$ cat config.mk
export PLATFORM = sky130hd
export DESIGN_NAME = iommu_ptw_sv39
export DESIGN_NICKNAME = d
export VERILOG_FILES = /design/src/hw/ptw_pkg.sv /design/src/hw/iommu_cause_pkg.sv /design/src/hw/ptw_pte_check.sv /design/src/hw/ptw_walk_fsm.sv /design/src/hw/ptw_iotlb_update.sv /design/src/hw/iommu_ptw_sv39.sv
export SDC_FILE = /design/constraint.sdc
export NUM_CORES = 1
export LEC_CHECK = 0
export BUFFER_PORTS_ARGS = -buffer_cell sky130_fd_sc_hd__buf_2
export CORE_AREA = 2 2 139 141
export DETAILED_ROUTE_END_ITERATION = 7
export DIE_AREA = 0 0 141 143
export SLEW_MARGIN = 10
export SYNTH_ARGS = -nofsm -noshare
export SYNTH_HDL_FRONTEND = slang
export SYNTH_SLANG_ARGS = --single-unit
$ cat constraint.sdc
create_clock -name clk_i -period 4.65 [get_ports clk_i]
set_clock_uncertainty 0.05 [all_clocks]
set_input_delay 0.93 -clock clk_i [delete_from_list [all_inputs] [get_ports clk_i]]
set_output_delay 0.93 -clock clk_i [all_outputs]
set_load 0.05 [all_outputs]
$ cat src/hw/ptw_pkg.sv
// Sv39 only with 56-bit physical addresses; the memory read port carries one 64-bit PTE per beat
`default_nettype none

package ptw_pkg;

    // Address and page number widths for Sv39
    localparam int unsigned vlen = 39;
    localparam int unsigned plen = 56;
    localparam int unsigned ppn_w = 44;
    // PPN bits at or above this index must be zero
    localparam int unsigned gppn_w = 29;
    // VPN[2:0] as stored in the IOTLB
    localparam int unsigned vpn_w = 27;
    // Each table entry is 8 bytes wide
    localparam int unsigned pte_size_bytes = 8;

    // Page table entry, MSB first
    typedef struct packed {
        logic [9:0] reserved;
        logic [ppn_w-1:0] ppn;
        logic [1:0] rsw;
        logic d;
        logic a;
        logic g;
        logic u;
        logic x;
        logic w;
        logic r;
        logic v;
    } pte_t;

    // Walk level, lvl1 is the root table
    typedef enum logic [1:0] {
        lvl1,
        lvl2,
        lvl3
    } ptw_lvl_e;

    // Read request, address phase plus response ready
    typedef struct packed {
        logic ar_valid;
        logic [plen-1:0] ar_addr;
        logic r_ready;
    } mem_rd_req_t;

    // Read response from memory
    typedef struct packed {
        logic ar_ready;
        logic r_valid;
        pte_t r_data;
        logic r_err;
    } mem_rd_rsp_t;

    // One IOTLB fill
    typedef struct packed {
        logic valid;
        logic [vpn_w-1:0] vpn;
        logic is_2m;
        logic is_1g;
        pte_t content;
    } iotlb_update_t;

endpackage

`default_nettype wire

$ cat src/hw/iommu_cause_pkg.sv
// Only the first-stage page fault and data corruption causes are covered, no guest faults
`default_nettype none

package iommu_cause_pkg;

    localparam int unsigned cause_w = 12;

    typedef logic [cause_w-1:0] cause_t;

    // IOMMU fault record cause codes
    localparam cause_t load_page_fault = cause_t'(13);
    localparam cause_t store_page_fault = cause_t'(15);
    localparam cause_t pt_data_corruption = cause_t'(274);

    // Result of checking one fetched PTE
    typedef enum logic [1:0] {
        pte_ok_next,
        pte_ok_leaf,
        pte_fault
    } pte_verdict_e;

    // Error report at the end of a failed walk
    typedef struct packed {
        logic error;
        cause_t cause;
    } ptw_err_t;

endpackage

`default_nettype wire

$ cat src/hw/ptw_pte_check.sv
// Pure combinational PTE check; pte_i is only meaningful while the walker holds a live response
`timescale 1ns/1ps
`default_nettype none

module ptw_pte_check
    import ptw_pkg::*, iommu_cause_pkg::*;
(
    input  ptw_lvl_e     lvl_i,
    input  pte_t         pte_i,
    input  logic         is_store_i,
    output pte_verdict_e verdict_o
);

    logic is_leaf;
    logic bad_encoding;
    logic bad_high_bits;
    logic misaligned;
    logic leaf_perm_fault;
    logic pointer_fault;

    // R or X set marks a leaf, otherwise a pointer
    assign is_leaf = pte_i.r | pte_i.x;

    // Invalid, or write without read
    assign bad_encoding = ~pte_i.v | (~pte_i.r & pte_i.w);

    // Reserved bits set, or PPN beyond the addressable range
    assign bad_high_bits = (|pte_i.reserved) | (|pte_i.ppn[ppn_w-1:gppn_w]);

    // Superpage leaves need the lower PPN fields clear
    always_comb begin
        unique case (lvl_i)
            lvl1:    misaligned = |pte_i.ppn[17:0];
            lvl2:    misaligned = |pte_i.ppn[8:0];
            default: misaligned = 1'b0;
        endcase
    end

    // A must be set, R must be set, D must be set on a store
    assign leaf_perm_fault = ~pte_i.a | ~pte_i.r | (is_store_i & ~pte_i.d);

    // D, A, U are reserved on pointers, and lvl3 has no next table
    assign pointer_fault = pte_i.a | pte_i.d | pte_i.u | (lvl_i == lvl3);

    always_comb begin
        verdict_o = pte_fault;
        if (!bad_encoding && !bad_high_bits) begin
            if (is_leaf) begin
                if (!misaligned && !leaf_perm_fault) begin
                    verdict_o = pte_ok_leaf;
                end
            end else if (!pointer_fault) begin
                verdict_o = pte_ok_next;
            end
        end
    end

endmodule

`default_nettype wire

$ cat src/hw/ptw_walk_fsm.sv
// One walk at a time; is_store_i must be held for the whole walk, misses seen while busy are dropped
`timescale 1ns/1ps
`default_nettype none

module ptw_walk_fsm
    import ptw_pkg::*, iommu_cause_pkg::*;
(
    input  logic              clk_i,
    input  logic              rst_ni,
    input  logic              iotlb_access_i,
    input  logic              iotlb_hit_i,
    input  logic              en_1s_i,
    input  logic              is_store_i,
    input  logic [vlen-1:0]   req_iova_i,
    input  logic [ppn_w-1:0]  iosatp_ppn_i,
    output mem_rd_req_t       mem_req_o,
    input  mem_rd_rsp_t       mem_rsp_i,
    input  pte_verdict_e      verdict_i,
    output ptw_lvl_e          lvl_o,
    output logic              walk_start_o,
    output logic              pte_accept_o,
    output logic              leaf_done_o,
    output logic              ptw_active_o,
    output logic              bare_translation_o,
    output ptw_err_t          err_o
);

    localparam int unsigned page_off_w = 12;
    localparam int unsigned vpn_idx_w = 9;
    localparam int unsigned pte_shift = $clog2(pte_size_bytes);

    typedef enum logic [1:0] {
        idle,
        mem_access,
        pte_lookup,
        propagate_error
    } state_e;

    state_e state_q, state_n;
    ptw_lvl_e lvl_q, lvl_n;
    logic data_err_q, data_err_n;
    logic [plen-1:0] pptr_q, pptr_n;
    logic [vlen-1:0] iova_q, iova_n;

    logic miss;
    logic [vpn_idx_w-1:0] next_idx;

    // Table base plus index times entry size
    function automatic logic [plen-1:0] pte_addr(input logic [ppn_w-1:0] base,
                                                 input logic [vpn_idx_w-1:0] idx);
        return {base, {page_off_w{1'b0}}} | (plen'(idx) << pte_shift);
    endfunction

    assign miss = iotlb_access_i & ~iotlb_hit_i;

    // VPN[1] after the root, VPN[0] after lvl2
    assign next_idx = (lvl_q == lvl1) ? iova_q[29:21] : iova_q[20:12];

    assign lvl_o = lvl_q;
    assign ptw_active_o = (state_q != idle);

    always_comb begin
        state_n = state_q;
        lvl_n = lvl_q;
        data_err_n = data_err_q;
        pptr_n = pptr_q;
        iova_n = iova_q;

        // Read only port, address held from the pointer register
        mem_req_o.ar_valid = 1'b0;
        mem_req_o.ar_addr = pptr_q;
        mem_req_o.r_ready = 1'b0;

        walk_start_o = 1'b0;
        pte_accept_o = 1'b0;
        leaf_done_o = 1'b0;
        bare_translation_o = 1'b0;
        err_o.error = 1'b0;
        err_o.cause = '0;

        unique case (state_q)
            idle: begin
                if (miss) begin
                    if (en_1s_i) begin
                        // Root table from iosatp, indexed by VPN[2]
                        walk_start_o = 1'b1;
                        lvl_n = lvl1;
                        data_err_n = 1'b0;
                        iova_n = req_iova_i;
                        pptr_n = pte_addr(iosatp_ppn_i, req_iova_i[vlen-1:30]);
                        state_n = mem_access;
                    end else begin
                        // Translation off, nothing to fetch
                        bare_translation_o = 1'b1;
                    end
                end
            end

            mem_access: begin
                mem_req_o.ar_valid = 1'b1;
                if (mem_rsp_i.ar_ready) begin
                    state_n = pte_lookup;
                end
            end

            pte_lookup: begin
                // Take the response the cycle it shows up
                if (mem_rsp_i.r_valid) begin
                    mem_req_o.r_ready = 1'b1;
                    if (mem_rsp_i.r_err) begin
                        data_err_n = 1'b1;
                        state_n = propagate_error;
                    end else begin
                        pte_accept_o = 1'b1;
                        unique case (verdict_i)
                            pte_ok_next: begin
                                lvl_n = (lvl_q == lvl1) ? lvl2 : lvl3;
                                pptr_n = pte_addr(mem_rsp_i.r_data.ppn, next_idx);
                                state_n = mem_access;
                            end
                            pte_ok_leaf: begin
                                leaf_done_o = 1'b1;
                                state_n = idle;
                            end
                            default: begin
                                data_err_n = 1'b0;
                                state_n = propagate_error;
                            end
                        endcase
                    end
                end
            end

            propagate_error: begin
                err_o.error = 1'b1;
                if (data_err_q) begin
                    err_o.cause = pt_data_corruption;
                end else begin
                    err_o.cause = is_store_i ? store_page_fault : load_page_fault;
                end
                state_n = idle;
            end

            default: begin
                state_n = idle;
            end
        endcase
    end

    always_ff @(posedge clk_i or negedge rst_ni) begin
        if (!rst_ni) begin
            state_q <= idle;
            lvl_q <= lvl1;
            data_err_q <= 1'b0;
        end else begin
            state_q <= state_n;
            lvl_q <= lvl_n;
            data_err_q <= data_err_n;
        end
    end

    // Pointer and IOVA only matter while a walk runs
    always_ff @(posedge clk_i) begin
        pptr_q <= pptr_n;
        iova_q <= iova_n;
    end

endmodule

`default_nettype wire

$ cat src/hw/ptw_iotlb_update.sv
// Update content comes from the live response, so it is only valid in the leaf_done_i cycle
`timescale 1ns/1ps
`default_nettype none

module ptw_iotlb_update
    import ptw_pkg::*;
#(
    parameter int unsigned pscid_width = 20
) (
    input  logic                   clk_i,
    input  logic                   rst_ni,
    input  logic                   walk_start_i,
    input  logic                   pte_accept_i,
    input  logic                   leaf_done_i,
    input  ptw_lvl_e               lvl_i,
    input  logic [vlen-1:0]        req_iova_i,
    input  logic [pscid_width-1:0] pscid_i,
    input  pte_t                   pte_i,
    output iotlb_update_t          update_o,
    output logic [pscid_width-1:0] up_pscid_o
);

    logic global_q;
    logic [vpn_w-1:0] vpn_q;
    logic [pscid_width-1:0] pscid_q;
    pte_t leaf_pte;

    // Global accumulator, cleared per walk
    always_ff @(posedge clk_i or negedge rst_ni) begin
        if (!rst_ni) begin
            global_q <= 1'b0;
        end else if (walk_start_i) begin
            global_q <= 1'b0;
        end else if (pte_accept_i) begin
            global_q <= global_q | pte_i.g;
        end
    end

    // Tags of the miss that started the walk
    always_ff @(posedge clk_i) begin
        if (walk_start_i) begin
            vpn_q <= req_iova_i[vlen-1:vlen-vpn_w];
            pscid_q <= pscid_i;
        end
    end

    // G from any upper level applies to the whole mapping
    always_comb begin
        leaf_pte = pte_i;
        leaf_pte.g = pte_i.g | global_q;
    end

    always_comb begin
        update_o.valid = leaf_done_i;
        update_o.vpn = vpn_q;
        // Leaf level gives the page size
        update_o.is_2m = (lvl_i == lvl2);
        update_o.is_1g = (lvl_i == lvl1);
        update_o.content = leaf_pte;
    end

    assign up_pscid_o = pscid_q;

endmodule

`default_nettype wire

$ cat src/hw/iommu_ptw_sv39.sv
// Single-stage Sv39 walker; no G-stage, no write channel, one outstanding read at a time
`timescale 1ns/1ps
`default_nettype none

module iommu_ptw_sv39
    import ptw_pkg::*, iommu_cause_pkg::*;
#(
    parameter int unsigned pscid_width = 20
) (
    input  logic                   clk_i,
    input  logic                   rst_ni,
    // Miss tags from the IOTLB and context
    input  logic                   iotlb_access_i,
    input  logic                   iotlb_hit_i,
    input  logic                   en_1s_i,
    input  logic                   is_store_i,
    input  logic [vlen-1:0]        req_iova_i,
    input  logic [pscid_width-1:0] pscid_i,
    input  logic [ppn_w-1:0]       iosatp_ppn_i,
    // Page table read port
    output mem_rd_req_t            mem_req_o,
    input  mem_rd_rsp_t            mem_rsp_i,
    // Walk results
    output logic                   ptw_active_o,
    output logic                   bare_translation_o,
    output ptw_err_t               err_o,
    output iotlb_update_t          update_o,
    output logic [pscid_width-1:0] up_pscid_o
);

    ptw_lvl_e lvl;
    pte_verdict_e verdict;
    logic walk_start;
    logic pte_accept;
    logic leaf_done;

    ptw_walk_fsm fsm_i (
        .clk_i              (clk_i),
        .rst_ni             (rst_ni),
        .iotlb_access_i     (iotlb_access_i),
        .iotlb_hit_i        (iotlb_hit_i),
        .en_1s_i            (en_1s_i),
        .is_store_i         (is_store_i),
        .req_iova_i         (req_iova_i),
        .iosatp_ppn_i       (iosatp_ppn_i),
        .mem_req_o          (mem_req_o),
        .mem_rsp_i          (mem_rsp_i),
        .verdict_i          (verdict),
        .lvl_o              (lvl),
        .walk_start_o       (walk_start),
        .pte_accept_o       (pte_accept),
        .leaf_done_o        (leaf_done),
        .ptw_active_o       (ptw_active_o),
        .bare_translation_o (bare_translation_o),
        .err_o              (err_o)
    );

    // Checks the entry currently on the response bus
    ptw_pte_check check_i (
        .lvl_i      (lvl),
        .pte_i      (mem_rsp_i.r_data),
        .is_store_i (is_store_i),
        .verdict_o  (verdict)
    );

    ptw_iotlb_update #(
        .pscid_width (pscid_width)
    ) update_i (
        .clk_i        (clk_i),
        .rst_ni       (rst_ni),
        .walk_start_i (walk_start),
        .pte_accept_i (pte_accept),
        .leaf_done_i  (leaf_done),
        .lvl_i        (lvl),
        .req_iova_i   (req_iova_i),
        .pscid_i      (pscid_i),
        .pte_i        (mem_rsp_i.r_data),
        .update_o     (update_o),
        .up_pscid_o   (up_pscid_o)
    );

endmodule

`default_nettype wire

Yosys cells after proc, flatten, opt, wreduce, memory -nomap -nowiden
Cells that the tools add are included.
{ "classes": {"eq_ne": 13, "mux": 53, "n_bitwise": 19, "n_reduce_logical": 21} }
{ "op_table": {"columns": ["op", "n"], "rows": [
  ["56-bit two-way mux", 5],
  ["56-bit by 12-bit OR with 56-bit output", 2],
  ["56-bit one-hot mux with 2 select lines", 1],
  ["2-bit two-way mux", 16],
  ["1-bit two-way mux", 23],
  ["18-bit OR reduction", 1],
  ["15-bit OR reduction", 1],
  ["13-bit two-way mux", 1],
  ["12-bit two-way mux", 1],
  ["10-bit OR reduction", 1],
  ["9-bit two-way mux", 1],
  ["1-bit OR", 9],
  ["9-bit OR reduction", 1],
  ["2-bit inequality test (second input constant)", 4],
  ["2-bit one-hot mux with 2 select lines", 2],
  ["2-bit one-hot mux with 4 select lines", 1],
  ["2-bit by 1-bit == test with 1-bit output (second input constant)", 3],
  ["2-bit == test (second input constant)", 3],
  ["2-bit zero test", 3],
  ["6-bit AND reduction", 1],
  ["2-bit nonzero test", 3],
  ["1-bit inverter", 5],
  ["5-bit AND reduction", 1],
  ["1-bit zero test", 4],
  ["8 further kinds", 13]
]} }
{ "word_totals": {"regBits": 139, "inputBits": 176, "output_inout_bits": 187, "elab_cells": 114} }

Logic depth before layout (Yosys ltp)
{ "depth": {"word_depth": 14, "depth_mapped": 7, "depth_no_buf": 7} }

Modules after synthesis
A second synthesis with hierarchy kept.
{ "hier_totals": {"cells_unflattened": 355, "hier_area_um2": 5449.0} }
{ "modules_own_cells": {"columns": ["module", "instances", "cells_per_inst", "area_per_inst_um2", "seq_area_each_um2"], "rows": [
  ["ptw_walk_fsm", 1, 207, 3303.2, 2257.2],
  ["ptw_iotlb_update", 1, 117, 1941.9, 1436.4],
  ["ptw_pte_check", 1, 31, 203.9, 0.0]
]} }

Worst setup path after synthesis
Ideal clock, no wire load.
{ "synth_timing": {"path_type": "input -> register", "from": "input port mem_rsp_i[2] in the netlist's numbering", "to": "register fsm_i.pptr_q[10], enable pin", "setup_time_ps": 481, "arrival_ps": 4351, "required_ps": 4119, "path_slack_ps": -232, "stages": 4, "path_buffers": 0, "path_cell_list": "or4_4 > nor3_4 > nand3_1 > a21oi_1"} }
{ "synth_via": {"elab_chain_cells": 11, "word_cells_on_any_way": 16, "classes_between": "eq/ne (1); mux (3); bitwise (6); reduce/logical (6)"} }
{ "synth_lines": {"columns": ["element", "line", "source"], "rows": [
  ["from (decl)", "iommu_ptw_sv39.sv:22", "input mem_rd_rsp_t mem_rsp_i,"],
  ["1-bit inverter", "ptw_pte_check.sv:25, ptw_pte_check.sv:40", null],
  ["1-bit OR (2 in a row)", "ptw_pte_check.sv:40", "assign leaf_perm_fault = ~pte_i.a | ~pte_i.r | (is_store_i & ~pte_i.d);"],
  ["1-bit zero test", "ptw_pte_check.sv:49", "if (!misaligned && !leaf_perm_fault) begin"],
  ["1-bit logical AND", "ptw_pte_check.sv:49", null],
  ["2-bit two-way mux", "ptw_pte_check.sv:49", null],
  ["2-bit two-way mux", "ptw_pte_check.sv:48", "if (is_leaf) begin"],
  ["2-bit two-way mux *", "ptw_pte_check.sv:47", "if (!bad_encoding && !bad_high_bits) begin"],
  ["2-bit zero test *", "ptw_walk_fsm.sv:115", "unique case (verdict_i)"],
  ["2-bit by 1-bit inequality test with 1-bit output (no source line) *", null, null],
  ["6-bit AND reduction (no source line) *", null, null],
  ["to (signal assigned)", "ptw_walk_fsm.sv:164", "pptr_q <= pptr_n;"],
  ["to (decl)", "ptw_walk_fsm.sv:42", "logic [plen-1:0] pptr_q, pptr_n;"]
]} }
Every way passes the cells marked *; elsewhere a longest branch is shown, timed or not.
A chain may end at the register's enable or synchronous reset.

==> impl.org <==
** Worst setup path
- On the critical path the largest part of the delay comes from simple AND/OR/NAND/NOR gates.
- WS Path Type :: primary input to output port
- Critical Path Fanout Max :: 3
- Total buffers and inverters traversed by the critical path :: 2
- Slowest stage cell, crit path :: a211oi_1
- For the worst setup path, the data arrival time is 2.65 ns.
- Crit path launch type :: primary input
- Slowest Stage Delay on Critical Path :: 0.58 ns
- Sequence of cells on the critical path :: buf_2 > nor4_1 > nand3_1 > a211oi_1 > nand3_1 > nor2_1 > buf_2
- CP endpoint kind :: output port
- Data on the critical path is required at its endpoint by 3.67 ns.

** Clock tree
- The H-tree generated during clock tree synthesis spans 4 levels.
- The clock passes through at most 2 buffers.
- After clock tree synthesis, the repair step resized 0 gates.
- After clock tree synthesis, the setup repair step added 0 buffers.
- Clock network latency to the later pin of the worst-skew pair :: 0.42 ns
- For this design, the sink count on the clock tree is 124.
- Clock tree synthesis inserted a total of 17 buffers.
- TritonCTS clock tree :: built
- Clock transition at the register clock pins on the worst setup and hold paths after CTS :: 0.06 ns
- Hold buffers post-CTS :: 0
- The cell sitting at the root of the clock tree is a clkbuf_16.

** Placement
- After detailed placement, the design holds a cell count of 940.
- During placement, the flow inserted port buffers numbering 337.
- The congestion estimate from routability-driven global placement came to 0.821.
- The placed instances occupy a cell area of 6880 um2.
- The wire-length estimate of the detail-placed layout is 12.6 mm.

** Final layout
- The layout has 1830 filler cells.
- P&R area growth vs syn :: 36.1%
- For this run, the post-layout net count is 901.
- Share of post-route cells with drive strength above 1 :: 0.521
- After routing the design area is 7400 um2.
- Final standard cell count with taps included and fillers excluded :: 972
- Utilization after layout :: 0.398

** Logic synthesis
- The synthesized-area fraction occupied by ao, oa, aoi and oai cells came to 0.0271.
- Fraction of synthesized cell area in xor and xnor cells :: 0
- Seq cells post-synth :: 124
- Yosys printed 0 warnings.
- After synthesis, the largest family of logic cells by area is simple AND/OR/NAND/NOR gates.
- Ranked by total cell area, the synthesized netlist is headed by edfxtp_1 (65%), buf_4 (10%), nand2_1 (10%).
- Library cells used by synthesis :: 39
- Most used flip-flop cell after synthesis :: edfxtp_1
- Area share of the leading cell type in the synthesized netlist :: 0.651
- In the synthesized netlist, the cells that appear most often are nand2_1 (145), edfxtp_1 (118), buf_4 (76).
- In this run, synthesis inferred 118 flip-flops with an integrated enable.
- After synthesis the cells add up to 5440 um2.
- Cell with the most instances after synthesis :: nand2_1
- Counting flops with an async set or reset pin after synthesis yields a share of 0.0484.
- Cell type with the highest aggregate area in the netlist :: edfxtp_1
- Of the synthesized area, sequential elements account for 0.679.
- Post-synthesis cell count :: 446
- Share of synthesized cell area in full adder, half adder and majority cells :: 0
- The portion of synthesized area spent on multiplexers is 0.0166.
- Mapped Avg Cell Area :: 12.2 um2
- Simple-gate share of the synthesized area :: 0.158

** Pwr
- Reported leakage power :: 3.46 nW
- Power spread over the standard cell area amounts to 577 nW/um2.
- Across the VDD grid, the largest voltage drop is 240 uV.

** Timing
- Final Critical Period :: 3.63 ns
- Relative slew slack :: 0.221
- The final-report hold violation count is 0.
- RSZ-0062 raised after global routing :: false
- Post-route clock period utilization :: 0.781
- Derived from the worst setup path, the maximum achievable clock frequency is 275 MHz.
- After routing, the total negative slack on setup checks comes to 0 ns.
- Setup violations remaining at the end of the flow were counted as 0.
- At the pin with the least slew margin, the transition time is 1.17 ns.
- Final Slew Violations :: 0
- Worst hold slack :: 0.287 ns

** Run status
- Result of the run :: finished clean

** Floorplanning
- Die outline height :: 143 um
- Starting utilization of the core area :: 0.293
- Measured along the x axis, the die boundary spans 141 um.
- Core region area :: 18600 um2
- During I/O placement, the number of pins put on the boundary was 363.
- Row generation in the floorplan step produced 50 rows.
- Die area :: 20200 um2

** Global routing
- The number of antenna violations at the first check in global routing is 2.
- The via count of the first global-routing pass is 4189.
- Entering global routing, the biggest net connects 54 pins.
- All-layer global routing usage :: 0.160
- Congestion Overflow GR :: 0
- Wire length of the first global-routing pass :: 23.7 mm

** Routing
- Average wire per standard cell :: 17.0 um
- Number of detailed-routing iterations run before antenna repair :: 6
- The detail route stage leaves a number of antenna-violating nets equal to 0.
- The detailed router finished its first iteration with 198 violations.
- Using the TritonRoute via totals, the vias-per-cell ratio works out to 4.37.
- Across all layers, the routed design uses 4252 vias.
- # DRC :: 0
- Summed over all layers, the routed wires come to 16.5 mm.

** Hold path
- Min-Delay Path Class :: primary input to async pin

** Run
- Max-capacitance violation count :: 0
==> area by class of cell <==
class | instances | area [um2] | area share
clock inverter | 13 | 95.1 | 0.0128
timing repair buffer | 341 | 1720 | 0.232
multi-input combinational | 236 | 1150 | 0.156
tap | 234 | 293 | 0.0396
clock buffer | 18 | 429 | 0.0580
sequential | 124 | 3690 | 0.499
inverter | 5 | 18.8 | 0.00254
antenna | 1 | 2.50 | 0.000338
==> report_power, final <==
group | total [mW] | switching, mW | internal (mW)
Sequential | 1.55 | 0.0696 | 1.48
Combinational | 1.53 | 1.19 | 0.339
Clock | 1.19 | 0.514 | 0.680
==> placed cells by master (no fill, tap or decap), types with 2 or more instances in the layout <==
| cell | instances |
|---|---|
| nand2b_1 | 2 |
| buf_2 | 337 |
| clkbuf_16 | 17 |
| inv_6 | 3 |
| clkinv_4 | 4 |
| clkinv_2 | 3 |
| buf_4 | 4 |
| nand3_1 | 6 |
| nand2_1 | 145 |
| or2_2 | 2 |
| mux2i_1 | 9 |
| o21ai_1 | 6 |
| dfrtp_1 | 6 |
| edfxtp_1 | 118 |
| a31oi_1 | 3 |
| nor3_4 | 2 |
| clkinvlp_4 | 2 |
| conb_1 | 9 |
| a21oi_1 | 2 |
| nor3_1 | 3 |
| o21ai_0 | 5 |
| inv_1 | 4 |
| nor4_1 | 8 |
| nor2b_1 | 3 |
| nor2_1 | 11 |
==> final timing paths <==
kind,startpoint,end,slack (ns),depth (start not counted)
max,mem_rsp_i[23],update_o[93],1.02,7
min,rst_ni,update_i.global_q,0.29,1
max reg2reg,fsm_i.state_q[1],update_i.vpn_q[1],2.20,2
min reg2reg,update_i.global_q,update_i.global_q,0.46,2
max in group asynchronous,rst_ni,fsm_i.lvl_o[1],4.11,1
min in group clk_i,update_i.global_q,update_i.global_q,0.46,2
==> worst reg2reg max path: stages (launching register included) <==
cell	delay, ns
dfrtp_1	0.49
nor4b_4	0.49
and2_2	1.01
==> sequential cells by signal (all words and copies together) (netlist names) <==
name                 cells
update_i.up_pscid_o     20
fsm_i.data_err_q         1
fsm_i.lvl_o              2
fsm_i.iova_q            18
fsm_i.pptr_q            53
update_i.global_q        1
fsm_i.state_q            2
update_i.vpn_q          27
==> layer usage <==
layer | part of all wire | track usage
met5 | 0.00079 | 0
met4 | 0.017 | 0.0600
met1 | 0.39 | 0.184
met3 | 0.10 | 0.0667
met2 | 0.49 | 0.268
==> per-stage QoR <==
stage / total power, mW / worst slack [ns]
floorplan: 2.74 / 0.937
global placement: 3.11 / 0.991
detailed placement: 3.12 / 1.03
CTS: 4.34 / 1.00
global route: 4.47 / 0.825
finish: 4.27 / 1.02
==> cell families after synthesis <==
family          after synthesis
buf+inv                      94
other cells                   1
flops                       124
mux                           9
simple gates                194
compound gates               24
Power figures use the tool's default switching activity.
